## config.mk

```make
export PLATFORM = sky130hd
export DESIGN_NAME = decode_top
export DESIGN_NICKNAME = d
export VERILOG_FILES = /design/src/hw/rv_decode_pkg.sv /design/src/hw/inst_decoder.sv /design/src/hw/ctrl_fifo.sv /design/src/hw/issue_stage.sv /design/src/hw/decode_top.sv
export SDC_FILE = /design/constraint.sdc
export NUM_CORES = 1
export LEC_CHECK = 0
export ABC_AREA = 1
export BUFFER_PORTS_ARGS = -buffer_cell sky130_fd_sc_hd__buf_2
export CORE_ASPECT_RATIO = 0.8
export CORE_MARGIN = 10
export CORE_UTILIZATION = 50
export DETAILED_ROUTE_END_ITERATION = 12
export HOLD_SLACK_MARGIN = 0.1
export PLACE_DENSITY = 0.78
export SETUP_SLACK_MARGIN = 0.4
export SKIP_LAST_GASP = 1
export SYNTH_ARGS = -nofsm -noshare
export SYNTH_HDL_FRONTEND = slang
export SYNTH_HIERARCHICAL = 1
export SYNTH_SLANG_ARGS = --single-unit
```

## constraint.sdc

```tcl
create_clock -name clk -period 8.5 [get_ports clk]
set_clock_uncertainty 0.2 [all_clocks]
set_input_delay 1.7 -clock clk [delete_from_list [all_inputs] [get_ports clk]]
set_output_delay 1.7 -clock clk [all_outputs]
set_load 0.01 [all_outputs]
```

## src/hw/rv_decode_pkg.sv

```systemverilog
package rv_decode_pkg;

    localparam int XLEN       = 64;
    localparam int INST_W     = 32;
    localparam int REG_ADDR_W = 5;

    // instruction field layout
    localparam int OPCODE_W   = 7;
    localparam int FUNCT3_W   = 3;
    localparam int FUNCT7_W   = 7;
    localparam int RD_LSB     = 7;
    localparam int FUNCT3_LSB = 12;
    localparam int RS1_LSB    = 15;
    localparam int RS2_LSB    = 20;
    localparam int FUNCT7_LSB = 25;

    localparam logic [OPCODE_W-1:0] OP_REG    = 7'b0110011;
    localparam logic [OPCODE_W-1:0] OP_IMM    = 7'b0010011;
    localparam logic [OPCODE_W-1:0] OP_REG_W  = 7'b0111011;
    localparam logic [OPCODE_W-1:0] OP_IMM_W  = 7'b0011011;
    localparam logic [OPCODE_W-1:0] OP_LOAD   = 7'b0000011;
    localparam logic [OPCODE_W-1:0] OP_STORE  = 7'b0100011;
    localparam logic [OPCODE_W-1:0] OP_BRANCH = 7'b1100011;
    localparam logic [OPCODE_W-1:0] OP_JAL    = 7'b1101111;
    localparam logic [OPCODE_W-1:0] OP_JALR   = 7'b1100111;
    localparam logic [OPCODE_W-1:0] OP_LUI    = 7'b0110111;
    localparam logic [OPCODE_W-1:0] OP_AUIPC  = 7'b0010111;

    localparam logic [INST_W-1:0] EBREAK_INST = 32'h0010_0073;

    typedef enum logic [4:0] {
        ALU_ADD, ALU_SUB, ALU_AND, ALU_OR, ALU_XOR,
        ALU_SLT, ALU_SLTU, ALU_SLL, ALU_SRL, ALU_SRA,
        ALU_MUL, ALU_DIV, ALU_REMU, ALU_REM,
        ALU_EQ, ALU_NE, ALU_LT, ALU_GE, ALU_LTU, ALU_GEU  // branch compares
    } alu_op_e;

    typedef enum logic [1:0] {
        SRC_REG,
        SRC_IMM,
        SRC_PC_PLUS4,  // link value for jal/jalr
        SRC_IMM_PC
    } alu_src_e;

    typedef enum logic [2:0] {
        IMM_NONE, IMM_I, IMM_SHAMT, IMM_S, IMM_B, IMM_U, IMM_J
    } imm_kind_e;

    typedef enum logic [2:0] {
        MEM_NONE, MEM_BYTE, MEM_HALF, MEM_WORD, MEM_DWORD
    } mem_size_e;

    typedef struct packed {
        logic [INST_W-1:0]     inst;  // raw word for immediate generation
        logic [REG_ADDR_W-1:0] rs1;
        logic [REG_ADDR_W-1:0] rs2;
        logic [REG_ADDR_W-1:0] rd;
        logic                  reg_wen;
        logic                  branch;
        logic                  jump;
        logic                  jalr;
        alu_op_e               alu_op;
        alu_src_e              alu_src;
        imm_kind_e             imm_kind;
        logic                  word_op;
        mem_size_e             mem_size;
        logic                  mem_unsigned;
        logic                  store;
        logic                  illegal;
        logic                  ebreak;
    } dec_word_t;

    typedef struct packed {
        logic [REG_ADDR_W-1:0] rs1;
        logic [REG_ADDR_W-1:0] rs2;
        logic [REG_ADDR_W-1:0] rd;
        logic                  reg_wen;
        logic                  branch;
        logic                  jump;
        logic                  jalr;
        alu_op_e               alu_op;
        alu_src_e              alu_src;
        logic                  word_op;
        mem_size_e             mem_size;
        logic                  mem_unsigned;
        logic                  store;
        logic                  illegal;
        logic                  ebreak;
        logic [XLEN-1:0]       imm;
        logic [7:0]            wmask;  // byte lanes for stores
    } exec_ctrl_t;

endpackage

```

## src/hw/inst_decoder.sv

```systemverilog
`timescale 1ns/1ns

module inst_decoder (
    input  logic                               clk,
    input  logic                               rst,
    input  logic [rv_decode_pkg::INST_W-1:0]   inst,
    input  logic                               inst_valid,
    output rv_decode_pkg::dec_word_t           dec,
    output logic                               dec_valid
);
    import rv_decode_pkg::*;

    logic [OPCODE_W-1:0]   opcode;
    logic [FUNCT3_W-1:0]   funct3;
    logic [FUNCT7_W-1:0]   funct7;
    logic [REG_ADDR_W-1:0] rd;
    logic [REG_ADDR_W-1:0] rs1;
    logic [REG_ADDR_W-1:0] rs2;
    dec_word_t             dec_d;
    logic                  bad;

    assign opcode = inst[OPCODE_W-1:0];
    assign funct3 = inst[FUNCT3_LSB +: FUNCT3_W];
    assign funct7 = inst[FUNCT7_LSB +: FUNCT7_W];
    assign rd     = inst[RD_LSB +: REG_ADDR_W];
    assign rs1    = inst[RS1_LSB +: REG_ADDR_W];
    assign rs2    = inst[RS2_LSB +: REG_ADDR_W];

    always_comb begin
        bad            = 1'b0;
        dec_d          = '0;
        dec_d.inst     = inst;
        dec_d.alu_op   = ALU_ADD;
        dec_d.alu_src  = SRC_REG;
        dec_d.imm_kind = IMM_NONE;
        dec_d.mem_size = MEM_NONE;
        case (opcode)
            OP_REG: begin
                dec_d.reg_wen = 1'b1;
                dec_d.rs1     = rs1;
                dec_d.rs2     = rs2;
                dec_d.rd      = rd;
                case ({funct7, funct3})
                    {7'b0000000, 3'b000}: dec_d.alu_op = ALU_ADD;
                    {7'b0100000, 3'b000}: dec_d.alu_op = ALU_SUB;
                    {7'b0000000, 3'b111}: dec_d.alu_op = ALU_AND;
                    {7'b0000001, 3'b111}: dec_d.alu_op = ALU_REMU;
                    {7'b0000000, 3'b110}: dec_d.alu_op = ALU_OR;
                    {7'b0000000, 3'b010}: dec_d.alu_op = ALU_SLT;
                    {7'b0000000, 3'b011}: dec_d.alu_op = ALU_SLTU;
                    default:              bad = 1'b1;
                endcase
            end
            OP_REG_W: begin
                dec_d.reg_wen = 1'b1;
                dec_d.word_op = 1'b1;
                dec_d.rs1     = rs1;
                dec_d.rs2     = rs2;
                dec_d.rd      = rd;
                case ({funct7, funct3})
                    {7'b0000000, 3'b000}: dec_d.alu_op = ALU_ADD;
                    {7'b0100000, 3'b000}: dec_d.alu_op = ALU_SUB;
                    {7'b0000001, 3'b000}: dec_d.alu_op = ALU_MUL;
                    {7'b0000000, 3'b001}: dec_d.alu_op = ALU_SLL;
                    {7'b0000001, 3'b100}: dec_d.alu_op = ALU_DIV;
                    {7'b0000001, 3'b110}: dec_d.alu_op = ALU_REM;
                    default:              bad = 1'b1;
                endcase
            end
            OP_IMM: begin
                dec_d.reg_wen  = 1'b1;
                dec_d.rs1      = rs1;
                dec_d.rd       = rd;
                dec_d.alu_src  = SRC_IMM;
                dec_d.imm_kind = IMM_I;
                case (funct3)
                    3'b000: dec_d.alu_op = ALU_ADD;
                    3'b111: dec_d.alu_op = ALU_AND;
                    3'b100: dec_d.alu_op = ALU_XOR;
                    3'b011: dec_d.alu_op = ALU_SLTU;
                    3'b001: begin
                        dec_d.alu_op   = ALU_SLL;
                        dec_d.imm_kind = IMM_SHAMT;
                        bad            = (funct7[6:1] != 6'b000000);  // 6-bit shamt on rv64
                    end
                    3'b101: begin
                        dec_d.alu_op   = ALU_SRA;
                        dec_d.imm_kind = IMM_SHAMT;
                        bad            = (funct7[6:1] != 6'b010000);  // only srai
                    end
                    default: bad = 1'b1;
                endcase
            end
            OP_IMM_W: begin
                dec_d.reg_wen  = 1'b1;
                dec_d.word_op  = 1'b1;
                dec_d.rs1      = rs1;
                dec_d.rd       = rd;
                dec_d.alu_src  = SRC_IMM;
                dec_d.imm_kind = IMM_I;
                bad            = (funct3 != 3'b000);  // addiw
            end
            OP_LOAD: begin
                dec_d.reg_wen  = 1'b1;
                dec_d.rs1      = rs1;
                dec_d.rd       = rd;
                dec_d.alu_src  = SRC_IMM;
                dec_d.imm_kind = IMM_I;
                case (funct3)
                    3'b001: dec_d.mem_size = MEM_HALF;
                    3'b010: dec_d.mem_size = MEM_WORD;
                    3'b011: dec_d.mem_size = MEM_DWORD;
                    3'b100: begin
                        dec_d.mem_size     = MEM_BYTE;
                        dec_d.mem_unsigned = 1'b1;
                    end
                    3'b101: begin
                        dec_d.mem_size     = MEM_HALF;
                        dec_d.mem_unsigned = 1'b1;
                    end
                    default: bad = 1'b1;
                endcase
            end
            OP_STORE: begin
                dec_d.store    = 1'b1;  // no rd write
                dec_d.rs1      = rs1;
                dec_d.rs2      = rs2;
                dec_d.alu_src  = SRC_IMM;
                dec_d.imm_kind = IMM_S;
                case (funct3)
                    3'b000:  dec_d.mem_size = MEM_BYTE;
                    3'b001:  dec_d.mem_size = MEM_HALF;
                    3'b010:  dec_d.mem_size = MEM_WORD;
                    3'b011:  dec_d.mem_size = MEM_DWORD;
                    default: bad = 1'b1;
                endcase
            end
            OP_BRANCH: begin
                dec_d.branch   = 1'b1;
                dec_d.rs1      = rs1;
                dec_d.rs2      = rs2;
                dec_d.imm_kind = IMM_B;
                case (funct3)
                    3'b000:  dec_d.alu_op = ALU_EQ;
                    3'b001:  dec_d.alu_op = ALU_NE;
                    3'b100:  dec_d.alu_op = ALU_LT;
                    3'b101:  dec_d.alu_op = ALU_GE;
                    3'b110:  dec_d.alu_op = ALU_LTU;
                    3'b111:  dec_d.alu_op = ALU_GEU;
                    default: bad = 1'b1;
                endcase
            end
            OP_JAL: begin
                dec_d.jump     = 1'b1;
                dec_d.reg_wen  = 1'b1;
                dec_d.rd       = rd;
                dec_d.alu_src  = SRC_PC_PLUS4;
                dec_d.imm_kind = IMM_J;
            end
            OP_JALR: begin
                dec_d.jump     = 1'b1;
                dec_d.jalr     = 1'b1;
                dec_d.reg_wen  = 1'b1;
                dec_d.rs1      = rs1;
                dec_d.rd       = rd;
                dec_d.alu_src  = SRC_PC_PLUS4;
                dec_d.imm_kind = IMM_I;
                bad            = (funct3 != 3'b000);
            end
            OP_LUI: begin
                dec_d.reg_wen  = 1'b1;
                dec_d.rd       = rd;
                dec_d.alu_src  = SRC_IMM;  // x0 + imm
                dec_d.imm_kind = IMM_U;
            end
            OP_AUIPC: begin
                dec_d.reg_wen  = 1'b1;
                dec_d.rd       = rd;
                dec_d.alu_src  = SRC_IMM_PC;
                dec_d.imm_kind = IMM_U;
            end
            default: begin
                if (inst == EBREAK_INST) begin
                    dec_d.ebreak = 1'b1;
                end else begin
                    bad = 1'b1;
                end
            end
        endcase
        // unknown encodings carry only the raw word and the flag
        if (bad) begin
            dec_d         = '0;
            dec_d.inst    = inst;
            dec_d.illegal = 1'b1;
        end
    end

    always_ff @(posedge clk) begin
        if (rst) begin
            dec_valid <= 1'b0;
        end else begin
            dec_valid <= inst_valid;
        end
    end

    always_ff @(posedge clk) begin
        if (inst_valid) begin
            dec <= dec_d;
        end
    end

endmodule

```

## src/hw/ctrl_fifo.sv

```systemverilog
`timescale 1ns/1ns

module ctrl_fifo #(
    parameter int  DEPTH     = 4,
    parameter type payload_t = logic
) (
    input  logic     clk,
    input  logic     rst,
    input  logic     wr_en,
    input  payload_t wr_data,
    input  logic     rd_en,
    output payload_t rd_data,
    output logic     not_empty,
    output logic     full,
    output logic     overflow
);
    localparam int PTR_W = (DEPTH > 1) ? $clog2(DEPTH) : 1;
    localparam int CNT_W = $clog2(DEPTH + 1);

    payload_t         mem [DEPTH];
    logic [PTR_W-1:0] wr_ptr;
    logic [PTR_W-1:0] rd_ptr;
    logic [CNT_W-1:0] count;
    logic             do_wr;
    logic             do_rd;

    assign not_empty = (count != '0);
    assign full      = (count == CNT_W'(DEPTH));
    assign do_wr     = wr_en && !full;  // write into a full buffer is lost
    assign do_rd     = rd_en && not_empty;
    assign rd_data   = mem[rd_ptr];     // show-ahead head

    always_ff @(posedge clk) begin
        if (do_wr) begin
            mem[wr_ptr] <= wr_data;
        end
    end

    always_ff @(posedge clk) begin
        if (rst) begin
            wr_ptr   <= '0;
            rd_ptr   <= '0;
            count    <= '0;
            overflow <= 1'b0;
        end else begin
            if (do_wr) begin
                wr_ptr <= (wr_ptr == PTR_W'(DEPTH - 1)) ? '0 : wr_ptr + 1'b1;
            end
            if (do_rd) begin
                rd_ptr <= (rd_ptr == PTR_W'(DEPTH - 1)) ? '0 : rd_ptr + 1'b1;
            end
            case ({do_wr, do_rd})
                2'b10:   count <= count + 1'b1;
                2'b01:   count <= count - 1'b1;
                default: count <= count;
            endcase
            if (wr_en && full) begin
                overflow <= 1'b1;  // sticky
            end
        end
    end

endmodule

```

## src/hw/issue_stage.sv

```systemverilog
`timescale 1ns/1ns

module issue_stage (
    input  logic                       clk,
    input  logic                       rst,
    input  rv_decode_pkg::dec_word_t   head,
    input  logic                       head_valid,
    input  logic                       stall,
    output logic                       pop,
    output rv_decode_pkg::exec_ctrl_t  ctrl,
    output logic                       out_valid
);
    import rv_decode_pkg::*;

    logic [INST_W-1:0] iw;
    logic [XLEN-1:0]   imm;
    logic [7:0]        wmask;
    exec_ctrl_t        nxt;

    assign iw  = head.inst;
    assign pop = head_valid && (!out_valid || !stall);  // output slot free

    always_comb begin
        case (head.imm_kind)
            IMM_I:     imm = {{(XLEN-12){iw[31]}}, iw[31:20]};
            IMM_SHAMT: imm = {{(XLEN-6){1'b0}}, iw[25:20]};
            IMM_S:     imm = {{(XLEN-12){iw[31]}}, iw[31:25], iw[11:7]};
            IMM_B:     imm = {{(XLEN-13){iw[31]}}, iw[31], iw[7], iw[30:25], iw[11:8], 1'b0};
            IMM_U:     imm = {{(XLEN-32){iw[31]}}, iw[31:12], 12'b0};
            IMM_J:     imm = {{(XLEN-21){iw[31]}}, iw[31], iw[19:12], iw[20], iw[30:21], 1'b0};
            default:   imm = '0;
        endcase
    end

    always_comb begin
        wmask = 8'h00;
        if (head.store) begin
            case (head.mem_size)
                MEM_BYTE:  wmask = 8'h01;
                MEM_HALF:  wmask = 8'h03;
                MEM_WORD:  wmask = 8'h0F;
                MEM_DWORD: wmask = 8'hFF;
                default:   wmask = 8'h00;
            endcase
        end
    end

    always_comb begin
        nxt.rs1          = head.rs1;
        nxt.rs2          = head.rs2;
        nxt.rd           = head.rd;
        nxt.reg_wen      = head.reg_wen;
        nxt.branch       = head.branch;
        nxt.jump         = head.jump;
        nxt.jalr         = head.jalr;
        nxt.alu_op       = head.alu_op;
        nxt.alu_src      = head.alu_src;
        nxt.word_op      = head.word_op;
        nxt.mem_size     = head.mem_size;
        nxt.mem_unsigned = head.mem_unsigned;
        nxt.store        = head.store;
        nxt.illegal      = head.illegal;
        nxt.ebreak       = head.ebreak;
        nxt.imm          = imm;
        nxt.wmask        = wmask;
    end

    always_ff @(posedge clk) begin
        if (rst) begin
            out_valid <= 1'b0;
        end else if (!out_valid || !stall) begin
            out_valid <= head_valid;  // holds while stalled
        end
    end

    always_ff @(posedge clk) begin
        if (pop) begin
            ctrl <= nxt;
        end
    end

endmodule

```

## src/hw/decode_top.sv

```systemverilog
`timescale 1ns/1ns

module decode_top #(
    parameter int FIFO_DEPTH = 4
) (
    input  logic                               clk,
    input  logic                               rst,
    input  logic [rv_decode_pkg::INST_W-1:0]   inst,
    input  logic                               inst_valid,
    input  logic                               stall,
    output rv_decode_pkg::exec_ctrl_t          ctrl,
    output logic                               out_valid,
    output logic                               full,
    output logic                               overflow
);
    import rv_decode_pkg::*;

    dec_word_t dec_word;
    dec_word_t fifo_head;
    logic      dec_valid;
    logic      fifo_not_empty;
    logic      fifo_pop;

    inst_decoder u_decoder (
        .clk        (clk),
        .rst        (rst),
        .inst       (inst),
        .inst_valid (inst_valid),
        .dec        (dec_word),
        .dec_valid  (dec_valid)
    );

    // absorbs execute stalls, drops and flags writes past full
    ctrl_fifo #(
        .DEPTH     (FIFO_DEPTH),
        .payload_t (dec_word_t)
    ) u_fifo (
        .clk       (clk),
        .rst       (rst),
        .wr_en     (dec_valid),
        .wr_data   (dec_word),
        .rd_en     (fifo_pop),
        .rd_data   (fifo_head),
        .not_empty (fifo_not_empty),
        .full      (full),
        .overflow  (overflow)
    );

    issue_stage u_issue (
        .clk        (clk),
        .rst        (rst),
        .head       (fifo_head),
        .head_valid (fifo_not_empty),
        .stall      (stall),
        .pop        (fifo_pop),
        .ctrl       (ctrl),
        .out_valid  (out_valid)
    );

endmodule

```

# Word level (Yosys, flattened, before mapping)
# Memory sizes are Yosys's and may differ from the RTL's. A register that Yosys moved wholly into a read port is not among the register bits.
# Index checks and enable logic that the tools add are counted.
# classes
add_sub_neg,4
eq_ne,45
mux,38
bitwise,4
n_reduce_logical,38
# op_table
cell,count
$pmux W64 S6,1
$eq A10 B4 Y1 const B,4
$pmux W4 S5,2
$eq A32 B21 Y1 const B,1
$pmux W8 S4,1
$pmux W5 S6,1
$eq A7 B6 Y1 const B,4
$eq A3 B3 Y1 const B,9
$pmux W3 S4,2
$pmux W4 S6,1
$eq A7 B5 Y1 const B,3
$eq A7 B7 Y1 const B,3
$eq A10 B2 Y1 const B,2
$eq A10 B3 Y1 const B,2
$pmux W5 S4,1
$reduce_or A2 Y1,10
$eq A3 B2 Y1 const B,6
$pmux W3 S6,1
$mux W1,17
$mux W2,6
$pmux W3 S2,2
$reduce_or A12 Y1,1
$reduce_or A4 Y1,3
$reduce_or A6 Y1,2
other kinds (28),44
# totals
ff_bits,185
mem_bits_rw,276
inputBits,36
output_inout_bits,109
elab_cells,170
memories,1
# memory_table
memory,depth,word_bits,read_ports,rd_clocked_by_memory_dff,write_ports,line,rtl
u_fifo.mem,4,69,1,1,1,ctrl_fifo.sv:20,payload_t mem [DEPTH];

# Depth between registers and ports, before layout
# Gate-level depths: netlist of run 1.
# depth
word_depth,6
mapped_depth,15
depth_no_buf,15

# Hierarchy
# Netlist of run 1, hierarchy kept.
# modules_own_cells
mod,n_inst,cells_per_inst,area_per_inst_um2,seq_area_each_um2
ctrl_fifo,1,742,10770.3,8488.1
inst_decoder,1,318,3186.8,2092.0
issue_stage,1,215,2925.3,2122.0

# Worst setup path after synthesis of run 1
# OpenSTA, ideal clock, no wires.
# synth_path
path_kind,input to register
from,in stall
to,reg u_fifo.count[2]
setup_ns,0.110
t_arrival_ns,6.611
required_time_ns,8.190
slack_ns,1.580
path_stages,12
path_buffers,0
cell_sequence,a21oi_1 nand2_1 inv_1 ha_1 inv_1 fa_1 inv_1 nand2_1 nand3_1 nand2_1 inv_1 nor2_1
# synth_via
elab_chain_len,6
elab_cells_between_ends,8
classes_between,eq/ne (2); mux (1); reduce/logical (5)
# synth_rtl
element,line,rtl
start: declaration,decode_top.sv:10,"input logic stall,"
$logic_not A1 Y1 (*),issue_stage.sv:21,assign pop = head_valid && (!out_valid || !stall);
$logic_or A1 B1 Y1 (*),issue_stage.sv:21,
$logic_and A1 B1 Y1 (*),issue_stage.sv:21,
$logic_and A1 B1 Y1 (*),ctrl_fifo.sv:30,assign do_rd = rd_en && not_empty;
via u_fifo.do_rd,ctrl_fifo.sv:25,logic do_rd;
$eq A2 B1 Y1 / $eq A2 B2 Y1 (equally long branches),ctrl_fifo.sv:52,"case ({do_wr, do_rd})"
$pmux W3 S2 / $reduce_bool A2 Y1 (equally long branches),-,
end signal: assignment,ctrl_fifo.sv:53,2'b10: count <= count + 1'b1;
end signal: assignment,ctrl_fifo.sv:54,2'b01: count <= count - 1'b1;
end signal: assignment,ctrl_fifo.sv:55,default: count <= count;
end: declaration,ctrl_fifo.sv:23,logic [CNT_W-1:0] count;
# Mark *: on every way through the listed nets, which the timed path passes. The rest lies on a longest branch.
# A chain may end at the register's enable or synchronous reset.

==> flow_metrics.tcl, run 1 <==
set metrics [dict create \
    status "completed" \
    nets 1356 \
    rsz0062_at_grt "no" \
    ir_worst_vdd_uv 235 \
    cp-start-kind "flop" \
    clock-sinks 392 \
    final_util 0.572 \
    max-clock-path-buffers 3 \
    place_congestion 0.896 \
    post-route-drc-count 0 \
    fillers 2409 \
    fin_crit_ns 3.90 \
    max_stage_delay_ns 0.64 \
    crit_chain "buf_4, inv_2, buf_4, o21ai_0, o22ai_1, nor2_2, inv_2, nand2_1, nand2_1, o21ai_0" \
    setup_viol 0 \
    min_path_type "reg -> reg" \
    root_buffer "clkbuf_16" \
    avgSynthCellArea_um2 13.0 \
    max-cap-violations 0 \
    tns_ns 0 \
    drive_gt1_frac 0.176 \
    rows 57 \
    fmax_mhz 256 \
    path_buf_inv 4 \
    grt_max_degree 78 \
    clk_latency_ns 0.51 \
    first_global_vias 9308 \
    fin_ws_ns 4.60 \
    start_util 0.512 \
    worstSetupPathType "reg -> reg" \
    layout_worst_path_cycle_share 0.459 \
    crit_family "buffers and inverters" \
    routed_wl_um 34500 \
    cts_max_level 2 \
    vias_per_cell 5.48 \
    dieArea_um2 38900 \
    crit_path_max_fanout 62 \
    drtIter0Drc 1042 \
    vias 9597 \
    hold_viol 0 \
    postCtsSetupBuffers 0 \
    portBuffers 144 \
    synth_nets 1248 \
    fp.coreArea_um2 30600 \
    power_density_nw_per_um2 336 \
    die_w_um 218 \
    ys_warn_count 6 \
    leakage_uw 0.00640 \
    antenna_found_initial 5 \
    slew_headroom 0.327 \
    grt_overflow_total 0 \
    cp_data_required_time_ns 8.52 \
    track_usage 0.172 \
    critPathArrivalTime_ns 3.92 \
    ioPinCount 145 \
    holdBufCountCts 0 \
    cts_buffers 37 \
    postSynthCellCount 1205 \
    grt_pass1_wl_um 52400 \
    multiInputGateArea_um2 3120 \
    syn_area_um2 15700 \
    rrSetupSlack_ns 4.60 \
    slew_viol_final 0 \
    hpwl_um 21900 \
    dieHeight_um 178 \
    endpoint_kind "flop" \
    crit_slowest_cell "dfxtp_1" \
    cts_tree "built" \
    cts.clk_slew.worst_paths_ns 0.06 \
    tightest_slew_ns 1.01 \
    post_cts_resized 0 \
    wl_per_cell_um 19.7 \
    pre_cts_ws_ns 4.19 \
    ant_nets 0 \
    dr.pass1.iters 5 \
    area_growth_pct 11.6 \
    regArea_um2 11700 \
]
-- path summary, 6_finish.rpt --
check | end | cells past startpoint | startpoint
max | u_issue/ctrl[29] | 10 | flop
min | u_fifo/overflow | 2 | u_fifo/overflow
max reg2reg | u_issue/ctrl[29] | 10 | flop
min reg2reg | u_fifo/overflow | 2 | u_fifo/overflow
-- metrics by stage --
step	hold slack, ns	cell area [um^2]	cells	power [uW]
floorplan	0.259	15700	1205	3970
CTS	0.262	17500	1748	5920
global placement	0.238	16400	1687	4390
finish	0.256	17500	1752	5870
global route	0.307	17500	1750	6180
detailed placement	0.252	16400	1687	4450
-- report_power, final --
group	internal (uW)	switching [uW]	leakage (uW)
Clock	829	644	0.000518
Sequential	2560	132	0.00362
Combinational	511	1200	0.00226
Total	3900	1980	0.00640
-- cell usage in the layout, fill, tap and decap left out, drive strengths merged, types with 2 or more instances in the layout --
master / count
inv: 85
nor3: 12
nor2: 228
buf: 157
nor4: 2
nand2: 101
edfxtp: 380
dfxtp: 12
clkinv: 11
nand4: 16
nand3: 36
o22ai: 62
diode: 4
ha: 6
a21boi: 2
a21oi: 20
clkbuf: 47
o21ai: 146
nand3b: 4
-- layout make-up --
class | instances | area share
multi-input combinational | 642 | 0.178
clock inverter | 14 | 0.00537
antenna | 4 | 0.000572
inverter | 83 | 0.0180
clock buffer | 47 | 0.0551
sequential | 392 | 0.666
timing repair buffer | 157 | 0.0468
tap | 413 | 0.0295
-- worst min-delay path: cells and delay by family (launching register included) --
kind                   cells  cell delay, ns
flip-flops                 1            0.31
buffers and inverters      1            0.05
AO/OA/AOI/OAI              1            0.05
-- registers in the layout, indices dropped and copies added, names as in the netlist, named ones only --
register / flops
u_fifo/wr_ptr: 2
u_issue/ctrl: 70
u_issue/out_valid: 1
u_decoder/dec: 62
u_fifo/mem: 248
u_fifo/count: 3
u_fifo/overflow: 1
u_fifo/rd_ptr: 2
u_decoder/dec_valid: 1
-- per-layer routing --
metal,GRT usage,share of wire
met1,0.235,0.43
met4,0.0476,0.017
met2,0.279,0.47
met5,0,0
met3,0.0327,0.080
(Power assumes the default switching activity.)
==> inputs of run 2 (changes only) <==
PLACE_DENSITY = 0.8   (was 0.78)
clock period = 3.3 ns   (was 8.5 ns; I/O delays follow)
==> run 2 against run 1 <==
- routed wire length up 1.8%
- die area did not move
- sequential power grew to 2.6 times the previous value
- worst hold slack worse by 0.12 ns
- register-to-register slack lost 4.0 ns
- flip-flop and latch count unchanged
- largest power group unchanged
- first-iteration DRC count down 5.5%
- via count rose by 1.7%
- non-clock buffer count rose by 7
- worst setup slack got worse by 4.0 ns
- sequential share of layout area fell by 0.99 points
==> flow_metrics.tcl, run 2 (synthesized netlist as in run 1, its figures left out) <==
set metrics [dict create \
    hpwl_um 22400 \
    layout_worst_path_cycle_share 0.814 \
    leakage_uw 0.00652 \
    path_buf_inv 1 \
    track_usage 0.176 \
    die_w_um 218 \
    fin_crit_ns 2.69 \
    whs_ns 0.140 \
    crit_slowest_cell "dfxtp_1" \
    vias 9762 \
    regMostFlops "u_fifo/mem" \
    cts_max_level 2 \
    dieHeight_um 178 \
    area_growth_pct 13.3 \
    worstSetupPathType "reg -> reg" \
    vias_per_cell 5.55 \
    fmax_mhz 372 \
    critPathArrivalTime_ns 2.83 \
    dr.pass1.iters 7 \
    cp_data_required_time_ns 3.44 \
    hold_viol 0 \
    grt_pass1_wl_um 53500 \
    cts_buffers 37 \
    start_util 0.512 \
    max_stage_delay_ns 0.53 \
    clk_latency_ns 0.53 \
    p_int_uw 10400 \
    drtIter0Drc 985 \
    cts_tree "built" \
    mostFrequentLayoutCells "edfxtp_1 (380), nor2_1 (218), buf_2 (144), nand2_1 (96), o21ai_0 (89)" \
    pwr-share-comb 0.287 \
    post-route-drc-count 0 \
    drive_gt1_frac 0.184 \
    cp-start-kind "flop" \
    grt_overflow_total 0 \
    largest_register_ffs 248 \
    status "completed" \
    portBuffers 144 \
    power.switching_uw 5160 \
    pre_cts_ws_ns 0.528 \
    endpoint_kind "flop" \
    ioPinCount 145 \
    mostFrequentLayoutCell "edfxtp_1" \
    antenna_found_initial 3 \
    fp.coreArea_um2 30600 \
    slew_headroom 0.511 \
    path_common_cell "o21ai_0" \
    clock-sinks 392 \
    nets 1363 \
    fin_ws_ns 0.613 \
    ir_worst_vdd_uv 485 \
    routed_wl_um 35200 \
    dieArea_um2 38900 \
    tns_ns 0 \
    power_density_nw_per_um2 877 \
    tightest_slew_ns 0.733 \
    place_congestion 0.856 \
    crit_family "compound AO/OA/AOI/OAI gates" \
    crit_chain "buf_4, o21ai_0, o22ai_1, nand2_1, o21ai_0" \
    max-cap-violations 0 \
    ant_nets 0 \
    min_path_type "in -> reg" \
    wl_per_cell_um 20.0 \
    seqPwrFrac 0.444 \
    slew_viol_final 0 \
    setup_viol 0 \
    first_global_vias 9462 \
    max-clock-path-buffers 3 \
    p_clk_frac 0.269 \
    crit_path_max_fanout 25 \
    power_switching_share 0.331 \
    top_regs "u_fifo/mem (248), u_issue/ctrl (70), u_decoder/dec (62)" \
    root_buffer "clkbuf_16" \
    post_cts_resized 0 \
    hp-start "inst[17]" \
    cts.clk_slew.worst_paths_ns 0.06 \
    rows 57 \
    rsz0062_at_grt "no" \
    grt_max_degree 67 \
]
run 2: changes by cell type in the layout (fill, tap and decap cells not counted), sizes merged:
cell / previous run / this run
diode: 4 / 2
buf: 157 / 164
inv: 85 / 84
bufinv: 1 / 4
clkbuf: 47 / 45
clkinvlp: 0 / 1
run 2: stage by stage:
stage	util	area (um^2)	total power, uW	instances
2_1_floorplan	-	15700	10200	1205
3_3_place_gp	0.541	16500	11300	1693
3_5_place_dp	0.541	16500	11400	1693
4_1_cts	0.579	17700	15600	1755
5_1_grt	0.580	17800	16400	1758
6_report	0.580	17800	15600	1758
run 2: worst paths after layout:
kind / slack (ns) / end / cells after the start
max: 0.61 / u_issue/ctrl[29] / 5
min: 0.14 / u_decoder/dec[54] / 1
max reg2reg: 0.61 / u_issue/ctrl[29] / 5
min reg2reg: 0.26 / u_fifo/overflow / 2
run 2: area by class of cell:
cell class	instances	area (um^2)
Clock inverter	17	186
Antenna cell	2	5.00
Fill cell	2337	12800
Multi-Input combinational cell	642	3120
Tap cell	413	517
Inverter	83	314
Sequential cell	392	11700
Clock buffer	45	998
Timing Repair Buffer	164	958
run 2: power by group through the flow:
stage	sequential, uW	combinational [uW]	clock, uW
floorplan	7210	2980	0
global placement	7040	4280	0
detailed placement	7050	4400	0
CTS	6950	4430	4260
global route	6980	4950	4440
finish	6910	4470	4190
run 2: metal layers:
layer  wire, um  global-route usage  up-vias
met5         12                   0        -
met3       3060              0.0408       52
met2      16700               0.279      422
met4        682              0.0575        2
li1           -                   -     4506
met1      14700               0.236     4780
run 2: worst register-to-register path: cells and delay by family, from the launching register on:
family                 cells  cell delay (ns)
flip-flops                 1             0.53
AND/OR/NAND/NOR            1             0.53
buffers and inverters      1             0.37
AO/OA/AOI/OAI              3             0.88
run 2: timing repair:
action	in CTS	in global routing
setup buffers	0	1
hold buffers	0	0
endpoints found under the setup margin	0	1
